[src/hw/decodePkg.sv]
package decodePkg;

  // register and datapath width of RV64
  localparam int Xlen = 64;

  typedef logic [4:0] regAddrT;

  // major opcodes, inst[6:0]
  typedef enum logic [6:0] {
    opR      = 7'b0110011,
    opRw     = 7'b0111011,
    opImm    = 7'b0010011,
    opImmW   = 7'b0011011,
    opLoad   = 7'b0000011,
    opJalr   = 7'b1100111,
    opSystem = 7'b1110011,
    opStore  = 7'b0100011,
    opAuipc  = 7'b0010111,
    opLui    = 7'b0110111,
    opJal    = 7'b1101111,
    opBranch = 7'b1100011
  } opcodeE;

  // format classes, used to pick the immediate
  typedef enum logic [2:0] {
    typeR   = 3'd0,
    typeI   = 3'd1,
    typeS   = 3'd2,
    typeB   = 3'd3,
    typeU   = 3'd4,
    typeJ   = 3'd5,
    typeBad = 3'd6
  } instTypeE;

  // operations understood by execute
  typedef enum logic [4:0] {
    aluAdd  = 5'd0,
    aluSub  = 5'd1,
    aluSll  = 5'd2,
    aluSllw = 5'd3,
    aluSlt  = 5'd4,
    aluSltu = 5'd5,
    aluXor  = 5'd6,
    aluSrl  = 5'd7,
    aluSra  = 5'd8,
    aluOr   = 5'd9,
    aluAnd  = 5'd10,
    aluMul  = 5'd11,
    aluDiv  = 5'd12,
    aluDivs = 5'd13,
    aluRem  = 5'd14,
    aluRems = 5'd15
  } aluOpE;

  // next-pc source for fetch
  typedef enum logic [2:0] {
    npcSeq    = 3'd0,
    npcJal    = 3'd1,
    npcJalr   = 3'd2,
    npcBranch = 3'd3,
    npcEcall  = 3'd4,
    npcMret   = 3'd5
  } npcKindE;

endpackage
[src/hw/branchResolve.sv]
`timescale 1ns/1ps

module branchResolve (
  input  decodePkg::instTypeE        instType,
  input  logic [31:0]                inst,
  input  logic [decodePkg::Xlen-1:0] pc,
  input  logic [decodePkg::Xlen-1:0] imm,
  input  logic [decodePkg::Xlen-1:0] rs1Data,
  input  logic [decodePkg::Xlen-1:0] rs2Data,
  input  logic [decodePkg::Xlen-1:0] nextPc,
  input  logic [decodePkg::Xlen-1:0] mtvec,
  input  logic [decodePkg::Xlen-1:0] mepc,
  input  logic                       valid,
  output decodePkg::npcKindE         npcKind,
  output logic [decodePkg::Xlen-1:0] npcTarget,
  output logic                       npcValid
);
  import decodePkg::*;

  logic [2:0]      func3;
  logic            eq;
  logic            ltSigned;
  logic            ltUnsigned;
  logic            cond;
  logic            taken;
  logic [Xlen-1:0] jalrSum;

  assign func3      = inst[14:12];
  assign eq         = rs1Data == rs2Data;
  assign ltSigned   = $signed(rs1Data) < $signed(rs2Data);
  assign ltUnsigned = rs1Data < rs2Data;

  always_comb begin
    case (func3)
      3'b000:  cond = eq;
      3'b001:  cond = !eq;
      3'b100:  cond = ltSigned;
      3'b101:  cond = !ltSigned;
      3'b110:  cond = ltUnsigned;
      3'b111:  cond = !ltUnsigned;
      default: cond = 1'b0;
    endcase
  end

  assign taken = instType == typeB && cond;

  // first match wins
  always_comb begin
    if (inst[6:0] == opJalr) begin
      npcKind = npcJalr;
    end else if (inst == 32'h0000_0073) begin
      npcKind = npcEcall;
    end else if (taken) begin
      npcKind = npcBranch;
    end else if (inst == 32'h3020_0073) begin
      npcKind = npcMret;
    end else if (instType == typeJ) begin
      npcKind = npcJal;
    end else begin
      npcKind = npcSeq;
    end
  end

  assign jalrSum = rs1Data + imm;

  always_comb begin
    case (npcKind)
      npcJalr:           npcTarget = {jalrSum[Xlen-1:1], 1'b0};
      npcBranch, npcJal: npcTarget = pc + imm;
      npcEcall:          npcTarget = mtvec;
      npcMret:           npcTarget = mepc;
      default:           npcTarget = nextPc;
    endcase
  end

  assign npcValid = valid;

endmodule

[config.mk]
export PLATFORM = sky130hd
export DESIGN_NAME = branchResolve
export DESIGN_NICKNAME = d
export VERILOG_FILES = /design/src/hw/decodePkg.sv /design/src/hw/branchResolve.sv
export SDC_FILE = /design/constraint.sdc
export NUM_CORES = 1
export LEC_CHECK = 0
export BUFFER_PORTS_ARGS = -buffer_cell sky130_fd_sc_hd__buf_2
export CORE_AREA = 2 2 212 214
export DETAILED_ROUTE_END_ITERATION = 16
export DIE_AREA = 0 0 214 216
export PLACE_DENSITY = 0.57
export SYNTH_ARGS = -nofsm -noshare
export SYNTH_HDL_FRONTEND = slang
export SYNTH_SLANG_ARGS = --single-unit
[constraint.sdc]
create_clock -name vclk -period 4.3
set_input_delay 0.86 -clock vclk [all_inputs]
set_output_delay 0.86 -clock vclk [all_outputs]
set_load 0.02 [all_outputs]
# [Yosys cells after proc, flatten, opt, wreduce, memory -nomap -nowiden]
# Cells that the tools add are included.
[classes] muxes=7 n_lt_le_gt_ge=2 n_eq_ne=16 n_reduce_logical=6 add_sub_neg=2
[op_table] operator="$pmux 64 s4" n=1
[op_table] operator="$add 64x64->64" n=2
[op_table] operator="$lt 64x64->1" n=2
[op_table] operator="$eq 64x64->1" n=1
[op_table] operator="$eq 32x30->1 const B" n=1
[op_table] operator="$eq 32x7->1 const B" n=1
[op_table] operator="$eq 3x3->1 const B" n=7
[op_table] operator="$mux 3" n=4
[op_table] operator="$eq 3x2->1 const B" n=3
[op_table] operator="$eq 7x7->1 const B" n=1
[op_table] operator="$eq 3x1->1 const B" n=2
[op_table] operator="$pmux 1 s6" n=1
[op_table] operator="$logic_not 1->1" n=3
[op_table] operator="$logic_not 3->1" n=1
[op_table] operator="$reduce_or 2->1" n=1
[op_table] operator="$logic_and 1x1->1" n=1
[op_table] operator="$mux 1" n=1
[totals] out_inout_bits=68 input_bits=484 regBits=0 wordCells=33

# [Longest topological paths before layout]
[depth] ltp_word=10 mapped_depth=16 ltp_nobuf=13

# [Worst setup path after synthesis]
# No wires, ideal clock.
[synth_timing] path_type="in2out" from="input port rs2Data[9] (netlist name)" to="output port npcTarget[27] (netlist name)" path_stages=15 t_arrival_ns=3.778 required_ns=3.440 path_slack_ns=-0.338 n_path_buf=3 path_cell_list="inv_1 > ha_1 > a21o_1 > nand3_1 > a21oi_1 > or4b_1 > a21oi_1 > a21bo_2 > mux2_4 > a21oi_4 > or3_1 > buf_2 > buf_6 > buf_4 > a41oi_1"
[synth_between] elab_chain_len=10 elab_cells_between_ends=18 classes_between="2 x order compare; 6 x eq/ne; 5 x mux; 5 x reduce/logical"
[synth_rtl] element="start: declaration" line_no="branchResolve.sv:9" source="input logic [decodePkg::Xlen-1:0] rs2Data,"
[synth_rtl] element="$lt 64x64->1, or another cell as far along" line_no="branchResolve.sv:31" source="assign ltUnsigned = rs1Data < rs2Data;"
[synth_rtl] element="$logic_not 1->1 (on tied branches)" line_no="branchResolve.sv:40, branchResolve.sv:36, branchResolve.sv:38"
[synth_rtl] element="$pmux 1 s6 *" line_no="branchResolve.sv:34" source="case (func3)"
[synth_rtl] element="$logic_and 1x1->1 *" line_no="branchResolve.sv:45" source="assign taken = instType == typeB && cond;"
[synth_rtl] element="$mux 3 *" line_no="branchResolve.sv:53" source="end else if (taken) begin"
[synth_rtl] element="$mux 3 *" line_no="branchResolve.sv:51" source="end else if (inst == 32'h0000_0073) begin"
[synth_rtl] element="$mux 3 *" line_no="branchResolve.sv:49" source="if (inst[6:0] == opJalr) begin"
[synth_rtl] element="$eq 3x2->1 / $eq 3x1->1 (equally long branches)" line_no="branchResolve.sv:67" source="case (npcKind)"
[synth_rtl] element="$reduce_or 2->1" line_no="branchResolve.sv:67"
[synth_rtl] element="$pmux 64 s4 *" line_no="branchResolve.sv:67"
[synth_rtl] element="end: declaration" line_no="branchResolve.sv:15" source="output logic [decodePkg::Xlen-1:0] npcTarget,"
# Every way passes the cells marked *; elsewhere a longest branch is shown, timed or not.

# [Worst setup path after layout]
[layout_timing] from="input port rs1Data[11] (netlist name)" to="output port npcTarget[2] (netlist name)"
[layout_between] elab_chain_len=10 elab_cells_between_ends=18 classes_between="2 x order compare; 6 x eq/ne; 5 x mux; 5 x reduce/logical"
[layout_rtl] element="start: declaration" line_no="branchResolve.sv:8" source="input logic [decodePkg::Xlen-1:0] rs1Data,"
[layout_rtl] element="$lt 64x64->1, or another cell as far along" line_no="branchResolve.sv:31"
[layout_rtl] element="$logic_not 1->1 (on tied branches)" line_no="branchResolve.sv:40, branchResolve.sv:36, branchResolve.sv:38"
[layout_rtl] element="$pmux 1 s6 *" line_no="branchResolve.sv:34"
[layout_rtl] element="$logic_and 1x1->1 *" line_no="branchResolve.sv:45"
[layout_rtl] element="$mux 3 *" line_no="branchResolve.sv:53"
[layout_rtl] element="$mux 3 *" line_no="branchResolve.sv:51"
[layout_rtl] element="$mux 3 *" line_no="branchResolve.sv:49"
[layout_rtl] element="$eq 3x2->1 / $eq 3x1->1 (equally long branches)" line_no="branchResolve.sv:67"
[layout_rtl] element="$reduce_or 2->1" line_no="branchResolve.sv:67"
[layout_rtl] element="$pmux 64 s4 *" line_no="branchResolve.sv:67"
# Marked as above.

==> qor.csv <==
metric,value,unit
critPathRequiredTime,3.44,ns
num_vias,18720,
io_buffers,550,
dp.cells,3417,
clkPwrFrac,0,%
cp_slowest_cell,or4b_4,
grt_pass1_vias,19280,
crit_path_cell_trace,buf_2 > buf_4 > ha_4 > buf_4 > a21oi_2 > a21oi_1 > or4b_4 > a21oi_2 > a21bo_2 > mux2_4 > a21oi_4 > buf_6 > or3_4 > buf_12 > buf_6 > buf_12 > buf_12 > buf_12 > a31oi_4 > buf_6,
fin_hold_ws,1.720,ns
hold_viol_final,0,
first_pass_iters,8,
tightest_slew,0.6253,ns
synth.distinct_cells,86,
routed_wl,75980,um
yosysWarnings,0,
ff_latch_area,0,um2
critPathMaxFanout,5,
antenna_found_initial,8,
critPathCaptureType,output port,
grt_usage,31.13,%
multiInputGateArea,13120,um2
p_leak,11.00,nW
cp_data_arrival_time,4.38,ns
period_minus_slack,5.242,ns
min_from,valid,
core-area,43840,um2
outcome,"finished, violations left",
critPathBufInv,10,
combPwrFrac,100.0,%
gp_congestion,1.051,
num_rows,77,
fin_crit_sh,121.9,%
final_common_cell,buf_4,
max_stage_delay,0.58,ns
layout.cells.non_filler,3490,
crit_top_cell,buf_12,
initial_core_util,26.33,%
layout_common_cells,"buf_4, buf_2, nand2_1",
p_per_area,146.5,nW/um2
syn-num-nets,2453,
p_sw_share,50.63,%
grt_pass1_wl,112300,um
die_h,216,um
fmax,190.8,MHz
rsz0062_at_grt,yes,
grt_max_degree,36,
die_width,214,um
p_int,0.001672,W
drive_gt1_share,53.25,%
nets,3571,
grt_overflow_total,0,
irDropWorstVdd,0.00008464,V
ys_seq_area_share,0,%
worstHoldPathCells,0,
io_pins,552,
maxCapViolations,0,
drc,0,
design.seq.count,0,
holdPathEnd,npcValid,
avgSynthCellArea,6.490,um2
place_hpwl,63820,um
cp_top_family,buffers and inverters,
area_growth,100.4,%
crit_path_start_kind,primary input,
ctsHoldBuffers,0,
synth_area,11540,um2
relSlewSlack,57.87,%
setup_viol,67,
worstHoldPathType,in2out,
dieArea,46220,um2
first_iter_violations,1206,
path_class,in2out,
setup_slack,-0.9416,ns
nFillCells,4313,
p_switching,0.001715,W
crit_start,rs1Data[11],
slew_violations,0,
n_clock_buffer,0,
netlist_instances,1778,
vias_per_cell,5.365,
pwr-share-seq,0,%
ant_nets,0,
wl_per_cell,21.77,um
violations,setup timing,
-- worst max-delay path by stage --
stage                     to  depth (start not counted)
3_3_place_gp   npcTarget[28]                         15
2_1_floorplan  npcTarget[54]                         15
5_1_grt         npcTarget[2]                         21
3_5_place_dp   npcTarget[33]                         15
4_1_cts         npcTarget[8]                         21
6_report        npcTarget[2]                         20
-- area by class of cell --
cell class | count | area share, %
Timing Repair Buffer | 1213 | 38.33
Multi-Input combinational cell | 1582 | 56.74
Tap cell | 592 | 3.203
Inverter | 99 | 1.683
Antenna cell | 4 | 0.04329
-- metal layers --
metal	part of all wire (%)	up-vias	GRT usage, %	wire length [um]
met4	3.5	6	8.811	2696
met3	5.5	139	3.636	4151
met5	0.054	-	0	41
met2	50	753	57.90	37830
met1	41	8905	37.37	31260
li1	-	8921	-	-
-- power by group through the flow --
stage                            Clock, W  Combinational (W)  Sequential (W)
after floorplan                         0            0.00144               0
after global placement                  0            0.00285               0
after detailed placement                0            0.00287               0
after global routing      0.0000000000622            0.00363               0
final                      0.000000000125            0.00339               0
after CTS                               0            0.00321               0
-- stage by stage --
stage | worst slack [ns] | util, % | TNS, ns | area, um2 | total power [W]
2_1_floorplan | -0.1501 | - | -6.202 | 12560 | 0.001442
3_3_place_gp | -1.261 | 46.10 | -76.65 | 20210 | 0.002853
3_5_place_dp | -1.312 | 46.10 | -78.52 | 20210 | 0.002866
4_1_cts | -1.013 | 50.65 | -57.86 | 22200 | 0.003208
5_1_grt | -1.016 | 52.74 | -57.19 | 23120 | 0.003626
6_report | -0.9416 | 52.75 | -52.06 | 23120 | 0.003387
-- cells in the mapped netlist (all sizes together), types with 8 or more instances --
| cell type | count | area, um2 |
|---|---|---|
| a211oi | 17 | 140.1 |
| a21boi | 8 | 63.81 |
| a21o | 64 | 480.5 |
| a21oi | 204 | 1032 |
| a221oi | 26 | 227.7 |
| a222oi | 22 | 220.2 |
| a22o | 9 | 78.83 |
| a22oi | 14 | 105.1 |
| a31oi | 53 | 337.8 |
| a41oi | 11 | 96.34 |
| and2 | 9 | 56.30 |
| and3 | 16 | 100.1 |
| and4 | 8 | 70.07 |
| buf | 26 | 166.4 |
| clkbuf | 71 | 267.8 |
| ha | 189 | 2365 |
| inv | 99 | 371.6 |
| nand2 | 198 | 743.2 |
| nand2b | 20 | 125.1 |
| nand3 | 54 | 270.3 |
| nand4 | 47 | 294.0 |
| nor2 | 173 | 649.4 |
| nor2b | 18 | 112.6 |
| nor3 | 30 | 150.1 |
| nor4 | 17 | 106.4 |
| o211ai | 12 | 95.09 |
| o21a | 17 | 127.6 |
| o21ai | 101 | 509.2 |
| o21bai | 29 | 217.7 |
| xnor2 | 64 | 560.5 |
| xor2 | 45 | 394.1 |
-- logic make-up after synthesis --
group / count (synthesis) / share of synthesized area [%]
AND/OR/NAND/NOR: 622 / 25.38
multiplexers: 4 / 0.3903
buffers and inverters: 196 / 6.983
AO/OA/AOI/OAI: 656 / 38.13
adder cells (fa/ha/maj): 191 / 20.84
XOR/XNOR: 109 / 8.273
-- what timing repair did --
item,in CTS,in global routing
gates resized for setup,359,189
setup endpoints to repair,67,67
cloned,10,1
pin swaps,71,93
setup buffers,60,27
(Power assumes the default switching activity.)
