$ cat src/hw/decodePkg.sv
package decodePkg;

  // register and datapath width of RV64
  localparam int Xlen = 64;

  typedef logic [4:0] regAddrT;

  // major opcodes, inst[6:0]
  typedef enum logic [6:0] {
    opR      = 7'b0110011,
    opRw     = 7'b0111011,
    opImm    = 7'b0010011,
    opImmW   = 7'b0011011,
    opLoad   = 7'b0000011,
    opJalr   = 7'b1100111,
    opSystem = 7'b1110011,
    opStore  = 7'b0100011,
    opAuipc  = 7'b0010111,
    opLui    = 7'b0110111,
    opJal    = 7'b1101111,
    opBranch = 7'b1100011
  } opcodeE;

  // format classes, used to pick the immediate
  typedef enum logic [2:0] {
    typeR   = 3'd0,
    typeI   = 3'd1,
    typeS   = 3'd2,
    typeB   = 3'd3,
    typeU   = 3'd4,
    typeJ   = 3'd5,
    typeBad = 3'd6
  } instTypeE;

  // operations understood by execute
  typedef enum logic [4:0] {
    aluAdd  = 5'd0,
    aluSub  = 5'd1,
    aluSll  = 5'd2,
    aluSllw = 5'd3,
    aluSlt  = 5'd4,
    aluSltu = 5'd5,
    aluXor  = 5'd6,
    aluSrl  = 5'd7,
    aluSra  = 5'd8,
    aluOr   = 5'd9,
    aluAnd  = 5'd10,
    aluMul  = 5'd11,
    aluDiv  = 5'd12,
    aluDivs = 5'd13,
    aluRem  = 5'd14,
    aluRems = 5'd15
  } aluOpE;

  // next-pc source for fetch
  typedef enum logic [2:0] {
    npcSeq    = 3'd0,
    npcJal    = 3'd1,
    npcJalr   = 3'd2,
    npcBranch = 3'd3,
    npcEcall  = 3'd4,
    npcMret   = 3'd5
  } npcKindE;

endpackage
$ cat src/hw/scoreboard.sv
`timescale 1ns/1ps

module scoreboard (
  input  logic               clock,
  input  logic               reset,
  input  logic               issue,
  input  decodePkg::regAddrT issueAddr,
  input  logic               wbEn,
  input  decodePkg::regAddrT wbAddr,
  input  decodePkg::regAddrT raddr1,
  input  decodePkg::regAddrT raddr2,
  output logic               busy1,
  output logic               busy2
);
  import decodePkg::*;

  // one pending-write bit per architectural register
  logic [31:0] busy;

  always_ff @(posedge clock) begin
    if (reset) begin
      busy <= '0;
    end else begin
      if (wbEn) begin
        busy[wbAddr] <= 1'b0;
      end
      // issue comes last so a same-edge set beats the clear
      if (issue && issueAddr != '0) begin
        busy[issueAddr] <= 1'b1;
      end
    end
  end

  assign busy1 = busy[raddr1];
  assign busy2 = busy[raddr2];

  // a bit only rises after an issue that targets it
  for (genvar i = 0; i < 32; i++) begin : gSetCheck
    assert property (@(posedge clock) disable iff (reset)
      $rose(busy[i]) |-> $past(issue) && $past(issueAddr) == regAddrT'(i));
  end

endmodule

$ cat config.mk
export PLATFORM = sky130hd
export DESIGN_NAME = scoreboard
export DESIGN_NICKNAME = d
export VERILOG_FILES = /design/src/hw/decodePkg.sv /design/src/hw/scoreboard.sv
export SDC_FILE = /design/constraint.sdc
export NUM_CORES = 1
export LEC_CHECK = 0
export BUFFER_PORTS_ARGS = -buffer_cell sky130_fd_sc_hd__clkbuf_2
export CORE_ASPECT_RATIO = 0.7
export CORE_MARGIN = 2
export CORE_UTILIZATION = 35
export DETAILED_ROUTE_END_ITERATION = 12
export SLEW_MARGIN = 30
export SYNTH_ARGS = -nofsm -noshare
export SYNTH_HDL_FRONTEND = slang
export SYNTH_SLANG_ARGS = --single-unit
export TNS_END_PERCENT = 50
$ cat constraint.sdc
create_clock -name clock -period 1.5 [get_ports clock]
set_input_delay 0.3 -clock clock [delete_from_list [all_inputs] [get_ports clock]]
set_output_delay 0.3 -clock clock [all_outputs]
set_load 0.005 [all_outputs]
After elaboration in Yosys (flattened, before gate mapping)
Index checks and enable logic that the tools add are counted.

word-level totals
  input bits = 24
  word-level logic and storage cells = 25
  output and inout port bits = 2
  register bits = 32

operators by class
  order comparisons = 6
  muxes and demuxes = 11
  reductions and logical operators = 4
  bitwise operators = 3

operators with widths
  kind                number
  $mux 32             3
  $and 32x32->32      1
  $not 32->32         1
  $or 32x32->32       1
  $lt 5x6->1 const B  4
  $bmux 1 s5          2
  $demux 1 s5         2
  $ge 5x1->1 const B  2
  $reduce_bool 5->1   1
  $mux 1              4
  $logic_and 1x1->1   3

Logic depth before layout (Yosys ltp)
Gate-level depths: netlist of the first run.

  word-level depth = 10
  depth in mapped cells = 7

Least setup slack after synthesis of the first run
No wires, ideal clock.

  kind = in2out
  start = input raddr1[1]
  end = output busy1
  buffers on the path = 2
  required time = 1.200 ns
  data arrival time = 1.193 ns
  path slack = 0.007 ns
  stages = 7
  cell sequence = buf_6 > buf_12 > mux2i_1 > a22oi_1 > nand3_1 > nand2_1 > a311o_1

between the ends
  cells in the longest elaborated chain, start to end = 2

RTL lines
  element                       RTL line          source
  start, declared               scoreboard.sv:10  input decodePkg::regAddrT raddr1,
  $bmux 1 s5                    scoreboard.sv:34  assign busy1 = busy[raddr1];
  $mux 1 (not written as such)  scoreboard.sv:34
  end, declared                 scoreboard.sv:12  output logic busy1,

Every way passes these cells. The select of a mux whose other input is x is not followed.

Final worst setup path of the first run
  start = register busy[19]
  end = output busy2

between the ends
  cells in the longest elaborated chain, start to end = 2

RTL lines
  element                          RTL line          source
  start, declared                  scoreboard.sv:18  logic [31:0] busy;
  start signal, assigned           scoreboard.sv:22  busy <= '0;
  start signal, assigned by index  scoreboard.sv:25  busy[wbAddr] <= 1'b0;
  start signal, assigned by index  scoreboard.sv:29  busy[issueAddr] <= 1'b1;
  $bmux 1 s5                       scoreboard.sv:35  assign busy2 = busy[raddr2];
  $mux 1 (not written as such)     scoreboard.sv:35
  end, declared                    scoreboard.sv:13  output logic busy2

Every way passes these cells. The select of a mux whose other input is x is not followed.

==> results of run 1 <==
[cells in the mapped netlist]
cell type | number | area (um2)
or3b_2 | 2 | 17.5
mux2i_1 | 32 | 320
nand4b_1 | 2 | 17.5
nand3b_1 | 5 | 37.5
a211oi_1 | 2 | 15.0
nor2b_1 | 2 | 12.5
nand2b_1 | 2 | 12.5
nor2_1 | 6 | 22.5
nor3b_1 | 5 | 37.5
and3_1 | 2 | 12.5
or3_1 | 1 | 6.26
clkbuf_1 | 5 | 18.8
o21ai_0 | 31 | 155
buf_12 | 2 | 40.0
and2b_1 | 2 | 15.0
and2_1 | 2 | 12.5
a311o_1 | 2 | 20.0
dfxtp_1 | 32 | 641
nor3_1 | 1 | 5.00
buf_6 | 2 | 22.5
or3b_1 | 1 | 8.76
nand2_1 | 46 | 173
and3b_1 | 3 | 26.3
a21oi_1 | 37 | 185
a22oi_1 | 8 | 60.1
buf_2 | 1 | 5.00
nand3_1 | 6 | 30.0
[what timing repair did]
action | in CTS | in global routing
setup buffers | 2 | 1
hold buffers | 0 | 0
cloned | 1 | 1
gates resized for setup | 9 | 12
pin swaps | 7 | 13
endpoints found under the setup margin | 2 | 2
[through the flow]
step	setup TNS [ps]	cell area [um2]	setup slack, ps	power [uW]	instances
after global placement	-490	2200	-249	1180	343
final	-536	2390	-274	1780	353
after detailed placement	-515	2200	-279	1180	343
after CTS	-520	2340	-265	1780	351
after floorplan	0	1930	6.59	1050	242
after global routing	-610	2390	-315	1850	353
[kinds of logic after synthesis]
family / count (synthesis) / synth area share [%]
simple gates: 88 / 23.2
compound gates: 80 / 22.6
mux: 32 / 16.6
flops: 32 / 33.2
buf+inv: 10 / 4.47
[how the worst min path moves through the flow]
stage	from	end	slack (ps)	cells past startpoint
6_report	reset	busy[11]$_SDFF_PP0_	440	2
5_1_grt	reset	busy[2]$_SDFF_PP0_	460	2
4_1_cts	reset	busy[11]$_SDFF_PP0_	440	2
3_5_place_dp	busy[10]$_SDFF_PP0_	busy[10]$_SDFF_PP0_	490	2
3_3_place_gp	busy[10]$_SDFF_PP0_	busy[10]$_SDFF_PP0_	490	2
2_1_floorplan	reset	busy[12]$_SDFF_PP0_	370	1
[power by group]
group	leakage [uW]	internal [uW]	total [uW]	switching, uW
registers	0.000264	862	873	11.2
logic	0.000642	155	325	171
clock network	0.0000359	298	581	283
[area by class of cell]
class	count	area, um2
repair buffers	44	373
clock buffers	5	68.8
fillers	557	2900
multi-input cells	200	1200
flip-flops and latches	32	656
well taps	72	90.1
[routing by layer]
metal / global-route usage [%] / wire [um] / vias up / part of all wire [%]
met5: 0 / 0 / - / 0
met2: 26.7 / 2240 / 74 / 38
li1: - / - / 959 / -
met1: 30.6 / 3250 / 890 / 55
met4: 4.04 / 34 / 0 / 0.57
met3: 4.79 / 426 / 3 / 7.2
==> impl_metrics.env, run 1 <==
export IMPL_worstSkewPairLatency_ps=280
export IMPL_status="complete, but fails checks"
export IMPL_gp_congestion=0.822
export IMPL_final_core_utilization_pct=45.2
export IMPL_grt_pass1_vias=1731
export IMPL_hold_viol=0
export IMPL_final_cell_mix="46 x nand2_1, 37 x a21oi_1, 32 x mux2i_1, 31 x o21ai_0, 23 x clkbuf_2"
export IMPL_cts_root_buf="clkbuf_8"
export IMPL_r2r_start="busy[22]$_SDFF_PP0_"
export IMPL_grt_pass1_wl_um=9050
export IMPL_antenna_found_initial=0
export IMPL_violations="setup timing"
export IMPL_slew_headroom_pct=61.9
export IMPL_critPathBufInv=1
export IMPL_irDropWorstVdd_v=0.000379
export IMPL_wire_per_inst_um=16.9
export IMPL_die_y_um=66.1
export IMPL_start_util_pct=36.5
export IMPL_syn_instance_count=242
export IMPL_area_growth_pct=23.9
export IMPL_synth_cell_types=27
export IMPL_cts_max_level=2
export IMPL_reg_top3="busy (32)"
export IMPL_setup_slack_ps=-274
export IMPL_diodes=0
export IMPL_final_common_cell="nand2_1"
export IMPL_syn_num_nets=266
export IMPL_viasPerCell=5.46
export IMPL_worst_setup_path_start_kind="flop"
export IMPL_cpLargestDelayFamily="compound AO/OA/AOI/OAI gates"
export IMPL_grt_max_degree=18
export IMPL_cts_made_buffers=5
export IMPL_grt_usage_pct=19.6
export IMPL_holdWs_ps=441
export IMPL_path_class="flop to output port"
export IMPL_rrSetupSlack_ps=760
export IMPL_cp_endpoint="busy2"
export IMPL_top_register="busy"
export IMPL_drc_errors=0
export IMPL_layout_drive_gt1_share_pct=22.4
export IMPL_report_final_slew_viol_count=0
export IMPL_antenna_left=0
export IMPL_maxCapViolCount=0
export IMPL_cp_slowest_cell="dfxtp_2"
export IMPL_critPathCaptureType="output port"
export IMPL_max_stage_delay_ps=340
export IMPL_cp_cell_sequence="mux2i_1 > a22oi_1 > nand4b_1 > a21oi_1 > a311o_1 > clkbuf_2"
export IMPL_ff2ff_path_depth=2
export IMPL_post_dp_hpwl_um=4330
export IMPL_rsz0062_at_grt="true"
export IMPL_timing_rr_end="busy[22]$_SDFF_PP0_"
export IMPL_core_area_um2=5290
export IMPL_seq_area_frac_synth_pct=33.2
export IMPL_avgSynthCellArea_um2=7.97
export IMPL_skew_ps=0
export IMPL_power_density_nw_per_um2=745
export IMPL_startpoint="busy[19]$_SDFF_PP0_"
export IMPL_arrival_ps=1470
export IMPL_nets=307
export IMPL_required_ps=1200
export IMPL_firstDrtPassIters=5
export IMPL_max_freq_ghz=0.564
export IMPL_io_buffers=25
export IMPL_wirelength_um=5950
export IMPL_ios=26
export IMPL_yosys_warnings=0
export IMPL_leakagePower_uw=0.000942
export IMPL_cts_buffer_depth=2
export IMPL_worstSetupPathDepth=6
export IMPL_first_iter_violations=121
export IMPL_dieArea_um2=6130
export IMPL_grt_overflow_total=0
export IMPL_path_clk_slew_ps=60
export IMPL_syn_area_um2=1930
export IMPL_largest_register_ffs=32
export IMPL_min_period_ps=1770
export IMPL_worst_pin_slew_ps=570
export IMPL_setup_viol=2
export IMPL_min_path_type="input pin to flop"
export IMPL_die_w_um=92.7
export IMPL_ys_seq_elements=32
export IMPL_std_cell_rows=22
export IMPL_post_route_period_util_pct=118
export IMPL_cts_tree="done"
export IMPL_vias=1926
export IMPL_path_max_fanout=3
export IMPL_cts_num_sinks=32
Power figures use the tool's default switching activity.
==> run 2: changes to the inputs <==
Settings changed: CORE_UTILIZATION 35 to 45, SKIP_CTS_REPAIR_TIMING set to 1.
==> impl_metrics.env, run 2 (same netlist as run 1, synthesis figures left out) <==
export IMPL_status="complete, but fails checks"
export IMPL_violations="setup timing"
export IMPL_ios=26
export IMPL_worst_pin_slew_ps=497
export IMPL_viasPerCell=5.73
export IMPL_cts_num_sinks=32
export IMPL_leakagePower_uw=0.000902
export IMPL_gr_usage_met3_pct=4.45
export IMPL_post_dp_hpwl_um=4130
export IMPL_wirelength_um=5560
export IMPL_nets=302
export IMPL_cts_tree="done"
export IMPL_r2r_start="busy[31]$_SDFF_PP0_"
export IMPL_die_w_um=82.3
export IMPL_grt_usage_pct=24.7
export IMPL_skew_ps=0
export IMPL_core_area_um2=4020
export IMPL_report_final_slew_viol_count=0
export IMPL_layout_drive_gt1_share_pct=19.4
export IMPL_internal_power_uw=1400
export IMPL_worst_setup_path_start_kind="input pin"
export IMPL_final_core_utilization_pct=57.5
export IMPL_startpoint="raddr2[1]"
export IMPL_p_sw_share_pct=25.2
export IMPL_worstSkewPairLatency_ps=280
export IMPL_seqPwrFrac_pct=46.5
export IMPL_fin_setup_tns_ps=-514
export IMPL_min_from="reset"
export IMPL_post_route_period_util_pct=118
export IMPL_std_cell_rows=19
export IMPL_hold_viol=0
export IMPL_top_usage_layer="met1"
export IMPL_area_growth_pct=19.7
export IMPL_reg_top3="busy (32)"
export IMPL_dp_cells=320
export IMPL_antenna_found_initial=0
export IMPL_grt_max_degree=21
export IMPL_dieArea_um2=4840
export IMPL_largest_register_ffs=32
export IMPL_p_comb_share_pct=15.9
export IMPL_die_y_um=58.8
export IMPL_cts_made_buffers=5
export IMPL_cts_buffer_depth=2
export IMPL_wire_per_inst_um=16.9
export IMPL_max_freq_ghz=0.567
export IMPL_final_cell_mix="46 x nand2_1, 36 x a21oi_1, 31 x o21ai_0, 30 x dfxtp_1, 29 x mux2i_1"
export IMPL_io_buffers=25
export IMPL_diodes=0
export IMPL_final_common_cell="nand2_1"
export IMPL_instances_no_fill=330
export IMPL_top_register="busy"
export IMPL_cts_max_level=2
export IMPL_maxCapViolCount=0
export IMPL_gp_congestion=0.841
export IMPL_antenna_left=0
export IMPL_rsz0062_at_grt="true"
export IMPL_start_util_pct=48.0
export IMPL_p_switching_uw=472
export IMPL_vias=1890
export IMPL_grt_pass1_wl_um=8740
export IMPL_path_clk_slew_ps=60
export IMPL_holdWs_ps=395
export IMPL_grt_pass1_vias=1647
export IMPL_met1_usage_pct=39.1
export IMPL_grtUsageMet2_pct=33.4
export IMPL_power_density_nw_per_um2=811
export IMPL_critPathCaptureType="output port"
export IMPL_slew_headroom_pct=66.8
export IMPL_arrival_ps=1460
export IMPL_setup_viol=2
export IMPL_min_period_ps=1760
export IMPL_first_iter_violations=95
export IMPL_cts_root_buf="clkbuf_8"
export IMPL_setup_slack_ps=-265
export IMPL_dp_slack_ps=-283
export IMPL_path_class="input pin to output port"
export IMPL_min_path_type="input pin to flop"
export IMPL_path_max_fanout=7
export IMPL_grt_overflow_total=0
export IMPL_clockPowerShare_pct=37.6
export IMPL_irDropWorstVdd_v=0.000498
export IMPL_drc_errors=0
export IMPL_firstDrtPassIters=4
export IMPL_fill_cells=395
export IMPL_required_ps=1200
==> run 2: cell types whose count changed in the layout (fill, tap and decap cells not counted), sizes merged <==
cell    before  now
buf         19   14
clkbuf      30   32
==> run 2: worst max-delay path: stages <==
cell and delay (ps):
buf_4 140, clkbuf_16 160, buf_4 100, mux2i_1 240, a21oi_2 90, a311o_1 320, clkbuf_2 110
==> run 2: worst paths after layout <==
| kind | endpoint | slack [ps] | cells after the start |
|---|---|---|---|
| setup / recovery | busy2 | -260 | 7 |
| setup reg to reg | busy[31]$_SDFF_PP0_ | 760 | 2 |
| hold reg to reg | busy[0]$_SDFF_PP0_ | 500 | 1 |
| hold / removal | busy[17]$_SDFF_PP0_ | 390 | 2 |
==> run 2: metrics by stage <==
| stage | area [um2] | total power (uW) |
|---|---|---|
| floorplan | 1930 | 1050 |
| finish | 2310 | 1870 |
| global placement | 2150 | 1170 |
| detailed placement | 2150 | 1170 |
| CTS | 2250 | 1860 |
| global route | 2310 | 1950 |
==> run 2: layout make-up <==
type                       count  area, um2  share of cell area, %
multi-input combinational    200       1220                   52.7
tap                           52       65.1                   2.82
timing repair buffer          39        288                   12.5
sequential                    32        643                   27.8
clock buffer                   7       96.3                   4.17
==> run 2: layer usage <==
layer	part of all wire, %	vias to the layer above
met4	0.92	0
met3	8.0	6
li1	-	951
met5	0	-
met1	52	852
met2	39	81
==> run 2: power groups by stage <==
stage / Sequential, uW / Clock [uW] / Combinational [uW]
2_1_floorplan: 884 / 0 / 169
5_1_grt: 871 / 757 / 325
4_1_cts: 870 / 711 / 282
6_report: 871 / 705 / 298
3_5_place_dp: 889 / 0 / 281
3_3_place_gp: 889 / 0 / 279
