==> src/hw/decodePkg.sv <==
package decodePkg;

  // register and datapath width of RV64
  localparam int Xlen = 64;

  typedef logic [4:0] regAddrT;

  // major opcodes, inst[6:0]
  typedef enum logic [6:0] {
    opR      = 7'b0110011,
    opRw     = 7'b0111011,
    opImm    = 7'b0010011,
    opImmW   = 7'b0011011,
    opLoad   = 7'b0000011,
    opJalr   = 7'b1100111,
    opSystem = 7'b1110011,
    opStore  = 7'b0100011,
    opAuipc  = 7'b0010111,
    opLui    = 7'b0110111,
    opJal    = 7'b1101111,
    opBranch = 7'b1100011
  } opcodeE;

  // format classes, used to pick the immediate
  typedef enum logic [2:0] {
    typeR   = 3'd0,
    typeI   = 3'd1,
    typeS   = 3'd2,
    typeB   = 3'd3,
    typeU   = 3'd4,
    typeJ   = 3'd5,
    typeBad = 3'd6
  } instTypeE;

  // operations understood by execute
  typedef enum logic [4:0] {
    aluAdd  = 5'd0,
    aluSub  = 5'd1,
    aluSll  = 5'd2,
    aluSllw = 5'd3,
    aluSlt  = 5'd4,
    aluSltu = 5'd5,
    aluXor  = 5'd6,
    aluSrl  = 5'd7,
    aluSra  = 5'd8,
    aluOr   = 5'd9,
    aluAnd  = 5'd10,
    aluMul  = 5'd11,
    aluDiv  = 5'd12,
    aluDivs = 5'd13,
    aluRem  = 5'd14,
    aluRems = 5'd15
  } aluOpE;

  // next-pc source for fetch
  typedef enum logic [2:0] {
    npcSeq    = 3'd0,
    npcJal    = 3'd1,
    npcJalr   = 3'd2,
    npcBranch = 3'd3,
    npcEcall  = 3'd4,
    npcMret   = 3'd5
  } npcKindE;

endpackage
==> src/hw/instDecoder.sv <==
`timescale 1ns/1ps

module instDecoder (
  input  logic [31:0]                inst,
  input  logic [decodePkg::Xlen-1:0] pc,
  input  logic                       valid,
  input  logic                       exReady,
  input  logic [decodePkg::Xlen-1:0] rdata1,
  input  logic [decodePkg::Xlen-1:0] rdata2,
  input  logic                       pass1,
  input  logic                       pass2,
  input  logic                       busy1,
  input  logic                       busy2,
  output decodePkg::regAddrT         raddr1,
  output decodePkg::regAddrT         raddr2,
  output logic                       exValid,
  output logic [decodePkg::Xlen-1:0] exPc,
  output decodePkg::aluOpE           exOp,
  output logic [decodePkg::Xlen-1:0] exRd1,
  output logic [decodePkg::Xlen-1:0] exRd2,
  output logic [decodePkg::Xlen-1:0] exRs2,
  output logic [decodePkg::Xlen-1:0] exImm,
  output decodePkg::regAddrT         exWaddr,
  output logic                       exWen,
  output logic                       exLoad,
  output logic                       exStore,
  output logic [7:0]                 exWmask,
  output logic                       exWordOp,
  output logic                       exCsr,
  output logic                       exEcall,
  output logic                       exMret,
  output logic                       exBreak,
  output logic                       exAbort,
  output logic [2:0]                 exFunc3,
  output logic                       issue,
  output decodePkg::regAddrT         issueAddr,
  output logic                       ifReady,
  output decodePkg::instTypeE        instType,
  output logic [decodePkg::Xlen-1:0] rs1Data,
  output logic [decodePkg::Xlen-1:0] rs2Data
);
  import decodePkg::*;

  opcodeE          opcode;
  logic [2:0]      func3;
  logic [6:0]      func7;
  logic            altFlag;
  logic [5:0]      shamt;
  logic [Xlen-1:0] immI;
  logic [Xlen-1:0] immS;
  logic [Xlen-1:0] immB;
  logic [Xlen-1:0] immU;
  logic [Xlen-1:0] immJ;
  logic [Xlen-1:0] imm;
  logic [Xlen-1:0] rs1Sext;
  logic [Xlen-1:0] rs1Zext;
  logic [Xlen-1:0] rs2Sext;
  logic            isRType;
  logic            isArith;
  logic            isJalr;
  logic            isEbreak;
  logic            wordShiftR;
  logic            wordMulDiv;
  logic            rs2Low5;
  logic            srl64;
  logic            shamtSel;
  logic            stall;

  assign opcode  = opcodeE'(inst[6:0]);
  assign func3   = inst[14:12];
  assign func7   = inst[31:25];
  // bit 30 picks sub and the arithmetic shifts
  assign altFlag = inst[30];
  assign shamt   = inst[25:20];

  always_comb begin
    case (opcode)
      opR, opRw:                               instType = typeR;
      opImm, opImmW, opLoad, opJalr, opSystem: instType = typeI;
      opStore:                                 instType = typeS;
      opBranch:                                instType = typeB;
      opAuipc, opLui:                          instType = typeU;
      opJal:                                   instType = typeJ;
      default:                                 instType = typeBad;
    endcase
  end

  assign immI = {{(Xlen-12){inst[31]}}, inst[31:20]};
  assign immS = {{(Xlen-12){inst[31]}}, inst[31:25], inst[11:7]};
  assign immB = {{(Xlen-12){inst[31]}}, inst[7], inst[30:25], inst[11:8], 1'b0};
  assign immU = {{(Xlen-32){inst[31]}}, inst[31:12], 12'h000};
  assign immJ = {{(Xlen-20){inst[31]}}, inst[19:12], inst[20], inst[30:21], 1'b0};

  always_comb begin
    case (instType)
      typeI:   imm = immI;
      typeS:   imm = immS;
      typeB:   imm = immB;
      typeU:   imm = immU;
      typeJ:   imm = immJ;
      default: imm = '0;
    endcase
  end

  assign isRType  = instType == typeR;
  assign isArith  = isRType || opcode == opImm || opcode == opImmW;
  assign isJalr   = opcode == opJalr;
  assign isEbreak = inst == 32'h0010_0073;

  // srlw, sraw, srliw and sraiw narrow rs1 before the shift
  assign wordShiftR = exWordOp && func3 == 3'b101 && !func7[0];
  // divw, divuw, remw, remuw
  assign wordMulDiv = opcode == opRw && func7[0] && func3[2];
  assign rs2Low5    = opcode == opRw && !func7[0] && (func3 == 3'b001 || func3 == 3'b101);
  assign srl64      = opcode == opR && func7 == 7'b0000000 && func3 == 3'b101;
  assign shamtSel   = (opcode == opImm || opcode == opImmW) && func3[1:0] == 2'b01;

  assign rs1Sext = {{(Xlen-32){rdata1[31]}}, rdata1[31:0]};
  assign rs1Zext = {{(Xlen-32){1'b0}}, rdata1[31:0]};
  assign rs2Sext = {{(Xlen-32){rdata2[31]}}, rdata2[31:0]};

  always_comb begin
    exOp = aluAdd;
    if (isRType && func7[0]) begin
      // M extension, unsigned forms are the plain names
      case (func3)
        3'b100:  exOp = aluDivs;
        3'b101:  exOp = aluDiv;
        3'b110:  exOp = aluRems;
        3'b111:  exOp = aluRem;
        default: exOp = aluMul;
      endcase
    end else if (isArith) begin
      case (func3)
        3'b000:  exOp = (isRType && altFlag) ? aluSub : aluAdd;
        3'b001:  exOp = exWordOp ? aluSllw : aluSll;
        3'b010:  exOp = aluSlt;
        3'b011:  exOp = aluSltu;
        3'b100:  exOp = aluXor;
        3'b101:  exOp = altFlag ? aluSra : aluSrl;
        3'b110:  exOp = aluOr;
        default: exOp = aluAnd;
      endcase
    end
  end

  always_comb begin
    case (instType)
      typeR: begin
        if (wordMulDiv) begin
          exRd1 = rs1Sext;
          exRd2 = rs2Sext;
        end else begin
          exRd1 = wordShiftR ? (altFlag ? rs1Sext : rs1Zext) : rdata1;
          exRd2 = rs2Low5 ? Xlen'(rdata2[4:0]) : srl64 ? Xlen'(rdata2[5:0]) : rdata2;
        end
      end
      typeI: begin
        exRd1 = isJalr ? pc : wordShiftR ? (altFlag ? rs1Sext : rs1Zext) : rdata1;
        exRd2 = exCsr ? '0 : isJalr ? Xlen'(4) : shamtSel ? Xlen'(shamt) : imm;
      end
      typeS: begin
        exRd1 = rdata1;
        exRd2 = imm;
      end
      typeU: begin
        exRd1 = (opcode == opAuipc) ? pc : '0;
        exRd2 = imm;
      end
      typeJ: begin
        exRd1 = pc;
        exRd2 = Xlen'(4);
      end
      default: begin
        exRd1 = '0;
        exRd2 = '0;
      end
    endcase
  end

  // byte enables per store width
  always_comb begin
    case (func3)
      3'b000:  exWmask = 8'h01;
      3'b001:  exWmask = 8'h03;
      3'b010:  exWmask = 8'h0F;
      3'b011:  exWmask = 8'hFF;
      default: exWmask = 8'h00;
    endcase
    if (!exStore) begin
      exWmask = 8'h00;
    end
  end

  assign exLoad   = opcode == opLoad;
  assign exStore  = opcode == opStore;
  assign exWordOp = opcode == opRw || opcode == opImmW;
  assign exCsr    = opcode == opSystem && func3 != 3'b000;
  assign exEcall  = inst == 32'h0000_0073;
  assign exMret   = inst == 32'h3020_0073;
  assign exBreak  = isEbreak;
  assign exAbort  = instType == typeBad;
  assign exWen    = !(instType inside {typeS, typeB, typeBad});
  assign exFunc3  = func3;
  assign exPc     = pc;
  assign exImm    = imm;
  assign exRs2    = rdata2;
  assign exWaddr  = inst[11:7];

  assign raddr1  = inst[19:15];
  assign raddr2  = inst[24:20];
  assign rs1Data = rdata1;
  assign rs2Data = rdata2;

  // busy source with no writeback this cycle holds the instruction
  assign stall   = (busy1 && !pass1) || (busy2 && !pass2);
  assign exValid = valid && !stall;
  assign ifReady = exReady && !stall && !isEbreak;

  assign issue     = exValid && exReady && exWen;
  assign issueAddr = inst[11:7];

endmodule

==> config.mk <==
export PLATFORM = sky130hd
export DESIGN_NAME = instDecoder
export DESIGN_NICKNAME = d
export VERILOG_FILES = /design/src/hw/decodePkg.sv /design/src/hw/instDecoder.sv
export SDC_FILE = /design/constraint.sdc
export NUM_CORES = 1
export LEC_CHECK = 0
export BUFFER_PORTS_ARGS = -buffer_cell sky130_fd_sc_hd__buf_2
export CELL_PAD_IN_SITES_DETAIL_PLACEMENT = 1
export CELL_PAD_IN_SITES_GLOBAL_PLACEMENT = 2
export CORE_AREA = 5 5 278 280
export DETAILED_ROUTE_END_ITERATION = 8
export DIE_AREA = 0 0 283 285
export GPL_ROUTABILITY_DRIVEN = 0
export PLACE_DENSITY_LB_ADDON = 0.15
export SYNTH_ARGS = -nofsm -noshare
export SYNTH_HDL_FRONTEND = slang
export SYNTH_SLANG_ARGS = --single-unit
==> constraint.sdc <==
create_clock -name vclk -period 9.3
set_input_delay 0.93 -clock vclk [all_inputs]
set_output_delay 0.93 -clock vclk [all_outputs]
set_load 0.1 [all_outputs]
Word level (Yosys, flattened, before mapping):

Index checks and enable logic that the tools add are counted.

* logic and storage cells: 93
* register bits: 0
* output and inout port bits: 499
* bits of input ports: 230

* multiplexer cells: 24
* equality and inequality tests: 29
* reduce and logical (&&, ||, !) cells: 40

Operators by type and width (number)
* 2-to-1 mux 64 bit: 11
* one-hot mux 64 bit (5 select lines): 2
* one-hot mux 64 bit (4 select lines): 1
* equality test 32 x 21 -> 1 bit (second input constant): 1
* equality test 32 x 30 -> 1 bit (second input constant): 1
* equality test 32 x 7 -> 1 bit (second input constant): 1
* one-hot mux 8 bit (4 select lines): 1
* equality test 7 x 6 -> 1 bit (second input constant): 4
* equality test 7 bit (second input constant): 4
* one-hot mux 4 bit (7 select lines): 1
* equality test 3 bit (second input constant): 7
* equality test 7 x 5 -> 1 bit (second input constant): 3
* logical AND 1 bit: 19
* one-hot mux 3 bit (6 select lines): 1
* equality test 3 x 2 -> 1 bit (second input constant): 4
* one-hot mux 3 bit (4 select lines): 1
* 2-to-1 mux 4 bit: 2
* 2-to-1 mux 8 bit: 1
* equality test 7 x 2 -> 1 bit (second input constant): 1
* logical NOT 7 bit: 1
* equality test 3 x 1 -> 1 bit (second input constant): 2
* logical NOT 1 bit: 6
* logical NOT 3 bit: 2
* logical OR 1 bit: 6
* 6 further kinds: 10

Logic depth before layout (Yosys ltp):

Gate-level depths: netlist of the first run.

* depth in word-level cells: 9
* gate-level depth with buffers: 13
* gate-level depth less buffers: 9

Worst setup path before layout of the first run:

No wires, ideal clock.

* kind: input to output
* start point: in inst[31]
* end point: out ifReady
* data arrival time: 6.690 ns
* cell stages on the path: 5
* buffers on the path: 0
* required time: 8.370 ns
* path slack: 1.680 ns
* cells stage by stage: or4_1 or3_1 or3_1 nor4_1 nor2_1

* longest elaborated chain between the ends: 3

Ends and longest elaborated chain
* start: declaration: line instDecoder.sv:4 `input logic [31:0] inst,`
* equality test 32 x 21 -> 1 bit: line instDecoder.sv:108 `assign isEbreak = inst == 32'h0010_0073;`
* named net exBreak: line instDecoder.sv:32 `output logic exBreak,`
* logical NOT 1 bit: line instDecoder.sv:218 `assign ifReady = exReady && !stall && !isEbreak;`
* logical AND 1 bit: line instDecoder.sv:218
* end: declaration: line instDecoder.sv:37 `output logic ifReady,`

The timed path passes the listed nets, and every way through them passes these cells.

Final worst setup path of the first run:

* start point: in inst[2]
* end point: out exRd2[34] (netlist name)

* longest elaborated chain between the ends: 9
* elaborated cells between the ends (all ways): 40
* classes of those cells: eq/ne: 17; mux: 9; reduce/logical: 14

Ends and longest elaborated chain
* equality test 7 x 2 -> 1 bit (tied with other cells): line instDecoder.sv:77 `case (opcode)`
* OR reduction 5 bit / OR reduction 2 bit (equally long branches): line instDecoder.sv:77
* one-hot mux 3 bit (6 select lines): line instDecoder.sv:77
* equality test 3 bit (tied with other cells): line instDecoder.sv:95, instDecoder.sv:148
* one-hot mux 64 bit (5 select lines): line instDecoder.sv:95 `case (instType)`
* 2-to-1 mux 64 bit (3 in series): line instDecoder.sv:160 `exRd2 = exCsr ? '0 : isJalr ? Xlen'(4) : shamtSel ? Xlen'(shamt) : imm;`
* one-hot mux 64 bit (4 select lines) (*): line instDecoder.sv:148 `case (instType)`
* end: declaration: line instDecoder.sv:20 `output logic [decodePkg::Xlen-1:0] exRd2,`

Mark *: on every way between the ends. The rest lies on a longest branch, timed or not.

==> results of run 1 <==
==> cell usage after synthesis (all sizes together), types with 2 or more instances <==
library cell / instances / area [um^2]
a41o: 2 / 20.02
nand2: 95 / 356.6
a21o: 36 / 270.3
nand3: 5 / 25.02
and3: 7 / 43.79
a221oi: 32 / 280.3
ha: 3 / 37.54
and3b: 3 / 26.28
a22o: 20 / 175.2
a32oi: 4 / 35.03
nand4: 3 / 18.77
a22oi: 35 / 262.8
nor4bb: 2 / 20.02
a221o: 12 / 120.1
nor4: 8 / 50.05
buf: 334 / 2474
nand2b: 6 / 37.54
o21a: 3 / 22.52
a31oi: 4 / 31.28
nor2b: 3 / 18.77
nor2: 96 / 360.4
or4: 2 / 15.01
o21ai: 49 / 249.0
clkbuf: 45 / 172.7
nor3: 3 / 15.01
inv: 18 / 67.56
a21oi: 42 / 214.0
or3: 4 / 25.02
and2: 12 / 75.08
nor3b: 4 / 30.03
o211ai: 5 / 42.54
or2: 2 / 12.51
xnor2: 2 / 17.52
o22ai: 2 / 12.51
==> worst min-delay path by stage <==
stage / slack, ps / cells after the start / start / end
floorplan: 2070 / 1 / inst[12] / exFunc3[0]
global placement: 2250 / 2 / rdata1[3] / rs1Data[3]
detailed placement: 2250 / 2 / rdata1[3] / rs1Data[3]
CTS: 2250 / 2 / rdata1[3] / rs1Data[3]
global route: 2250 / 2 / pc[9] / exPc[9]
finish: 2250 / 2 / rdata1[13] / rs1Data[13]
==> area by class of cell <==
| cell class | count | area [um^2] |
|---|---|---|
| fillers | 9245 | 66060 |
| repair buffers | 740 | 3734 |
| multi-input cells | 522 | 3114 |
| well taps | 969 | 1212 |
| inverters | 18 | 67.56 |
| diodes | 4 | 10.01 |
==> metal layers <==
metal / part of all wire / up-vias / GRT usage
li1: - / 3612 / -
met1: 0.38 / 3735 / 0.1202
met2: 0.56 / 332 / 0.2243
met3: 0.055 / 18 / 0.02013
met4: 0.0048 / 8 / 0.003936
met5: 0.0010 / - / 0
==> where the power goes <==
part | leakage (nW) | total [W] | internal [W] | switching (W)
sequential | 0 | 0 | 0 | 0
combinational | 4.54 | 0.000833 | 0.000111 | 0.000722
clock | 0.0000223 | 0.0000000000422 | 0.0000000000422 | 0
==> kinds of logic (layout without fill, tap and decap cells) <==
group / after synthesis / after routing
fa+ha+maj: 3 / 3
other cells: 1 / 5
mux: 1 / 1
xor+xnor: 2 / 2
compound gates: 257 / 257
simple gates: 258 / 258
buf+inv: 397 / 758
==> through the flow <==
step / cells / hold WS, ps / power [W] / area (um^2) / setup WS [ps]
6_report: 2253 / 2246 / 0.0008329 / 8138 / 3166
5_1_grt: 2249 / 2250 / 0.0008580 / 8128 / 2773
4_1_cts: 2249 / 2246 / 0.0008428 / 8128 / 3071
3_5_place_dp: 2249 / 2246 / 0.0008416 / 8128 / 3069
3_3_place_gp: 2249 / 2247 / 0.0008462 / 8128 / 3199
2_1_floorplan: 919 / 2072 / 0.0007345 / 5777 / 1680
==> out/metrics.csv, run 1 <==
stage,metric,value,unit
outcome,status,completed,
sta,Final Hold Vio Count,0,
global_route,grt total ovfl,0,
job,Max-Cap Viols,0,
yosys,Synth Area in Compound Gates,0.3173,
pwr,pwr dens,102.4,mW/mm^2
min_path,worst min path class,primary input to primary output,
clock_tree,Post-CTS Hold Buffers,0,
global_route,largest net degree at the start of global routing,65,
die,die span in y,285,um
cells_and_area,seq_cells,0,
critical_path,Setup crit start,inst[2],
global_route,initial antenna violation count,10,
critical_path,"CP delay by family, top",compound AO/OA/AOI/OAI gates,
yosys,Post-Syn Area,0.005777,mm^2
die,num rows,100,
yosys,post-synth cell types,60,
sta,Final setup viols,0,
routing,routed vias,7705,
sta,fin crit share,0.6596,
critical_path,"Max FO, Critical Path",32,
critical_path,Startpoint Class,primary input,
critical_path,"Arr. time, crit path",5200,ps
critical_path,worst path cell trace,"buf_2, and4bb_2, nand2_1, ha_1, inv_1, a31o_2, o2111a_1, o31a_1, buf_4, o21ai_2, buf_4, o21ai_0, buf_2",
sta,highest clock rate,163.0,MHz
yosys,post-synthesis simple-gate area fraction,0.2008,
yosys,Synth Warn #,0,
routing,DR vias/cell,3.420,
yosys,register area share after synthesis,0,
routing,final wirelength,48.56,mm
pwr,Leakage,4.545,nW
routing,Routed WL per cell,21.55,um
sta,fin. max-slew vios,0,
critical_path,Setup CP Type,primary input to primary output,
critical_path,Worst setup endpoint,exRd2[34],
clock_tree,Post-CTS Setup Inserts,0,
global_route,first-pass GRT wire length,65.92,mm
routing,Iter 0 DRT Violations,280,
sta,worst rel slew slack,0.2587,
routing,drt pass-1 iters,4,
die,IO Pins,729,
cells_and_area,"commonest non-fill, non-tap cell in the layout",buf_2,
yosys,Post-Syn Nets,1152,
die,Initial Util,0.07786,
sta,Worst Tran Pin Value,1112,ps
pwr,Worst VDD drop,40.01,uV
global_route,vias in the first global route,8237,
critical_path,CP max stage cell,o31a_1,
placed_design,input/output buffers,728,
cells_and_area,share of cells above drive strength 1,0.5891,
yosys,Adder-Cell Fraction of Synth Area,0.006498,
yosys,Mapped Cells,919,
routing,DRC viols,0,
cells_and_area,CLK BUF,0,
critical_path,CP peak stage delay,670,ps
cells_and_area,most frequent cells in the layout,"buf_2, nand2_1, nor2_1, o21ai_0, a21oi_1",
placed_design,hpwl dp,41.88,mm
yosys,post-synthesis xor/xnor area fraction,0.003032,
sta,Final Critical Period,6134,ps
die,die area,0.08066,mm^2
yosys,multiplexer share of the synthesized area,0.001949,
die,Core ar.,0.07420,mm^2
cells_and_area,P&R area growth vs syn,40.87,%
cells_and_area,Finished Core Util,0.1097,
routing,ANT nets after route,0,
sta,setup tns final,0,ps
critical_path,Critical Path RT,8370,ps
die,Die Wd,283,um
critical_path,Bufs and invs on worst path,5,
critical_path,Worst path depth,13,
clock_tree,PostCTS Resize Cnt,0,
sta,RSZ-0062 raised after global routing,no,
yosys,combinational family with the most area after synthesis,buffers and inverters,
critical_path,crit end category,primary output,
global_route,GRT Total Usage,0.1087,
cells_and_area,nets@finish,1515,
yosys,post-synthesis average cell area,6.286,um^2
cells_and_area,FF+latch area,0,um^2
No activity file was read; power rests on OpenSTA's default activity.
==> inputs of run 2 (changes only) <==
- CORE_AREA: 5 5 278 280 -> 5 5 284 286
- DIE_AREA: 0 0 283 285 -> 0 0 289 291
- clock period: 9.3 -> 5.15 ns (I/O delays scaled with it)
==> run 2 against run 1 <==
Against the previous run:
- combinational power is 86% higher
- setup slack worse by 2500 ps
- sequential cell count unchanged
- power is 87% higher
- die area increased by 4.3%
- worst hold slack got worse by 830 ps
- non-clock buffer count rose by 20
- largest power group unchanged
- final cell count increased by 4.4%
- via count rose by 2.2%
==> out/metrics.csv, run 2 (same netlist as run 1, synthesis figures left out) <==
stage,metric,value,unit
job,Max-Cap Viols,0,
cells_and_area,Finished Core Util,0.1209,
die,Die Wd,289,um
critical_path,worst path cell trace,"buf_2, and4b_1, o211ai_2, ha_1, and2_1, a32oi_1, nor2_1, o211ai_1, nand2b_1, buf_4, o21ai_0, buf_12",
pwr,Worst VDD drop,59.05,uV
sta,fin. max-slew vios,0,
die,die span in y,291,um
routing,drt pass-1 iters,6,
cells_and_area,CLK BUF,0,
sta,Final Hold Vio Count,0,
cells_and_area,P&R area growth vs syn,63.50,%
routing,final wirelength,50.07,mm
cells_and_area,nets@finish,1535,
cells_and_area,seq_cells,0,
cells_and_area,area of the multi-input gates,0.003112,mm^2
outcome,status,completed,
global_route,largest net degree at the start of global routing,34,
global_route,GRT Total Usage,0.1074,
sta,Final Critical Period,4465,ps
die,die area,0.08410,mm^2
cells_and_area,post-route cell area,0.009445,mm^2
critical_path,Startpoint Class,primary input,
global_route,grt total ovfl,0,
sta,highest clock rate,224.0,MHz
clock_tree,PostCTS Resize Cnt,0,
placed_design,input/output buffers,728,
critical_path,"Arr. time, crit path",3950,ps
sta,setup tns final,0,ps
critical_path,"Max FO, Critical Path",33,
die,num rows,103,
critical_path,Critical Path RT,4640,ps
die,Core ar.,0.07810,mm^2
critical_path,CP max stage cell,a32oi_1,
critical_path,CP peak stage delay,470,ps
global_route,vias in the first global route,8128,
routing,Iter 0 DRT Violations,257,
cells_and_area,Filler Cell Count,9684,
cells_and_area,"commonest non-fill, non-tap cell in the layout",buf_2,
routing,ANT nets after route,0,
min_path,worst min path class,primary input to primary output,
routing,routed vias,7876,
routing,DR vias/cell,3.347,
placed_design,DP Area,0.009438,mm^2
cells_and_area,FF+latch area,0,um^2
pwr,pwr dens,164.6,mW/mm^2
cells_and_area,share of cells above drive strength 1,0.5969,
critical_path,Setup CP Type,primary input to primary output,
die,IO Pins,729,
sta,Worst Tran Pin Value,862.9,ps
cells_and_area,most frequent cells in the layout,"buf_2, nand2_1, nor2_1, buf_12, o21ai_0",
clock_tree,Post-CTS Setup Inserts,0,
global_route,initial antenna violation count,9,
routing,Routed WL per cell,21.28,um
sta,Final setup viols,0,
die,Initial Util,0.07397,
pwr,Leakage,4.834,nW
placed_design,hpwl dp,43.59,mm
global_route,first-pass GRT wire length,66.50,mm
routing,DRC viols,0,
sta,worst rel slew slack,0.4244,
sta,fin crit share,0.8670,
sta,RSZ-0062 raised after global routing,no,
clock_tree,Post-CTS Hold Buffers,0,
critical_path,crit end category,primary output,
## run 2: cell types whose count changed in the layout (fill, tap and decap cells not counted), moves of 2 or more
cell	before	now
nor4_1	8	6
nor4_2	0	2
buf_4	12	30
buf_12	0	71
nor2_2	0	2
buf_2	728	659
## run 2: layer usage
layer  vias to the layer above  global-route usage  part of all wire
met1                      3837              0.1235              0.39
met4                         8            0.004450            0.0056
met3                        18             0.02005             0.069
met5                         -                   0            0.0012
li1                       3655                   -                 -
met2                       358              0.2134              0.54
## run 2: stage by stage
stage               cells  setup WS, ps  total power (W)  hold slack, ps
floorplan             919        -16.35         0.001327            1242
global placement     2350         640.5         0.001577            1420
detailed placement   2350         607.5         0.001570            1415
CTS                  2350         581.6         0.001572            1416
global route         2351         454.0         0.001599            1422
finish               2353         684.9         0.001555            1415
## run 2: area by class of cell
class / instances / share of cell area
Timing Repair Buffer: 760 / 0.5235
Multi-Input combinational cell: 522 / 0.3294
Tap cell: 1050 / 0.1391
Inverter: 18 / 0.007153
Antenna cell: 3 / 0.0007948
## run 2: critical path, delay by kind of cell
family / cells / cell delay (ps)
compound gates: 4 / 1290
buf+inv: 3 / 960
simple gates: 4 / 760
fa+ha+maj: 1 / 370
## run 2: power by group
group / switching, W / total (W) / internal, W / leakage (nW)
registers: 0 / 0 / 0 / 0
clock network: 0 / 0.0000000000779 / 0.0000000000779 / 0.0000190
logic: 0.00132 / 0.00155 / 0.000238 / 4.83
## run 2: worst paths after layout
path / start / to / depth (start not counted)
max: inst[6] / exRd2[58] / 12
min: rdata1[26] / rs1Data[26] / 2
==> inputs of run 3 (changes only) <==
- GPL_ROUTABILITY_DRIVEN: 0 -> 1
- TNS_END_PERCENT: not set -> 20
- clock period: 5.15 -> 4.07 ns (I/O delays scaled with it)
==> run 3 against run 2 <==
Against the previous run:
- worst hold slack got worse by 220 ps
- clock-buffer cell count unchanged
- highest routed layer unchanged
- global-route usage fell by 0.55 points
==> out/metrics.csv, run 3 (same netlist as run 1, synthesis figures left out) <==
stage,metric,value,unit
outcome,status,completed,
sta,Final Hold Vio Count,0,
routing,DRC viols,0,
critical_path,Startpoint Class,primary input,
placed_design,GP Congestion,0.7346,
die,Die Wd,289,um
critical_path,"Max FO, Critical Path",14,
sta,RSZ-0062 raised after global routing,no,
global_route,first-pass GRT wire length,64.07,mm
sta,Worst Tran Pin Value,942.2,ps
critical_path,Worst path most repeated cell,nand2_1,
critical_path,Setup CP Type,primary input to primary output,
global_route,initial antenna violation count,5,
cells_and_area,"commonest non-fill, non-tap cell in the layout",buf_2,
critical_path,crit end category,primary output,
clock_tree,Post-CTS Hold Buffers,0,
min_path,hold path start,rdata1[22],
sta,Final setup viols,0,
cells_and_area,Finished Core Util,0.1386,
die,Core ar.,0.07810,mm^2
die,die area,0.08410,mm^2
sta,fin crit share,0.9262,
cells_and_area,P&R area growth vs syn,87.31,%
cells_and_area,nets@finish,1542,
critical_path,CP peak stage delay,680,ps
global_route,GRT Total Usage,0.1019,
critical_path,Critical Path RT,3660,ps
routing,final wirelength,47.09,mm
cells_and_area,Filler Cell Count,9563,
pwr,pwr dens,184.2,mW/mm^2
min_path,Hold EP,rs1Data[22],
cells_and_area,seq_cells,0,
critical_path,worst path cell trace,"buf_2, and4b_1, o211ai_2, ha_1, and2_1, a32oi_1, nor2_1, and2_0, buf_4, nand2_1, nand2_1, buf_12",
die,die span in y,291,um
sta,highest clock rate,265.3,MHz
global_route,vias in the first global route,8345,
routing,Routed WL per cell,19.97,um
sta,Final Critical Period,3770,ps
placed_design,hpwl dp,41.03,mm
sta,setup tns final,0,ps
routing,drt pass-1 iters,4,
placed_design,placed cell count,2357,
global_route,largest net degree at the start of global routing,64,
sta,fin. max-slew vios,0,
placed_design,input/output buffers,728,
die,Initial Util,0.07397,
cells_and_area,area of the multi-input gates,0.003221,mm^2
placed_design,DP Worst Slack,317.2,ps
routing,Iter 0 DRT Violations,226,
sta,final worst-path setup slack,300.4,ps
job,Max-Cap Viols,0,
cells_and_area,share of cells above drive strength 1,0.6159,
clock_tree,Post-CTS Setup Inserts,0,
critical_path,"Arr. time, crit path",3360,ps
sta,worst rel slew slack,0.3653,
die,num rows,103,
min_path,worst min path class,primary input to primary output,
critical_path,CP max stage cell,and2_0,
pwr,Worst VDD drop,87.78,uV
cells_and_area,Non-Filler Instances,2358,
die,IO Pins,729,
sta,Min Hold Slack,1199,ps
cells_and_area,CLK BUF,0,
routing,routed vias,7848,
pwr,Leakage,5.128,nW
global_route,grt total ovfl,0,
min_path,Hold Path Depth,2,
routing,ANT nets after route,0,
clock_tree,PostCTS Resize Cnt,0,
cells_and_area,most frequent cells in the layout,"buf_2, buf_12, nand2_1, nor2_1, a21oi_1",
routing,DR vias/cell,3.328,
cells_and_area,FF+latch area,0,um^2
[run 3: cell types whose count changed in the layout (fill, tap and decap cells not counted), sizes merged]
cell	before	now
buf	760	767
diode	3	1
[run 3: through the flow]
stage               power, W  cell area (um^2)
CTS                 0.002020             10820
floorplan           0.001686              5871
finish              0.001993             10820
global route        0.002056             10820
detailed placement  0.002018             10820
global placement    0.002022             10820
[run 3: layout make-up]
class | instances | area share
antenna | 1 | 0.0002313
inverter | 18 | 0.006244
multi-input combinational | 522 | 0.2976
tap | 1050 | 0.1214
timing repair buffer | 767 | 0.5745
[run 3: worst max-delay path, delay by kind of cell]
family	cells	cell delay (ps)
simple gates	6	1550
buf+inv	3	750
fa+ha+maj	1	370
compound gates	2	260
[run 3: metal layers]
metal / vias up / global-route usage / part of all wire
li1: 3663 / - / -
met1: 3778 / 0.1167 / 0.39
met2: 389 / 0.2045 / 0.54
met3: 14 / 0.01731 / 0.069
met4: 4 / 0.003630 / 0.0053
met5: - / 0 / 0.00053
[run 3: power by group]
| group | internal [W] | leakage [nW] | switching (W) |
|---|---|---|---|
| Sequential | 0 | 0 | 0 |
| Combinational | 0.000330 | 5.13 | 0.00166 |
| Clock | 0.0000000000330 | 0.00000634 | 0 |
| Total | 0.000330 | 5.13 | 0.00166 |
[run 3: worst max-delay path by stage]
stage,start,end,slack [ps]
finish,inst[3],exImm[30],300
global route,inst[4],exImm[20],90
CTS,inst[3],exImm[30],300
detailed placement,inst[3],exImm[30],320
global placement,inst[3],exImm[30],370
floorplan,inst[3],exWmask[5],-730
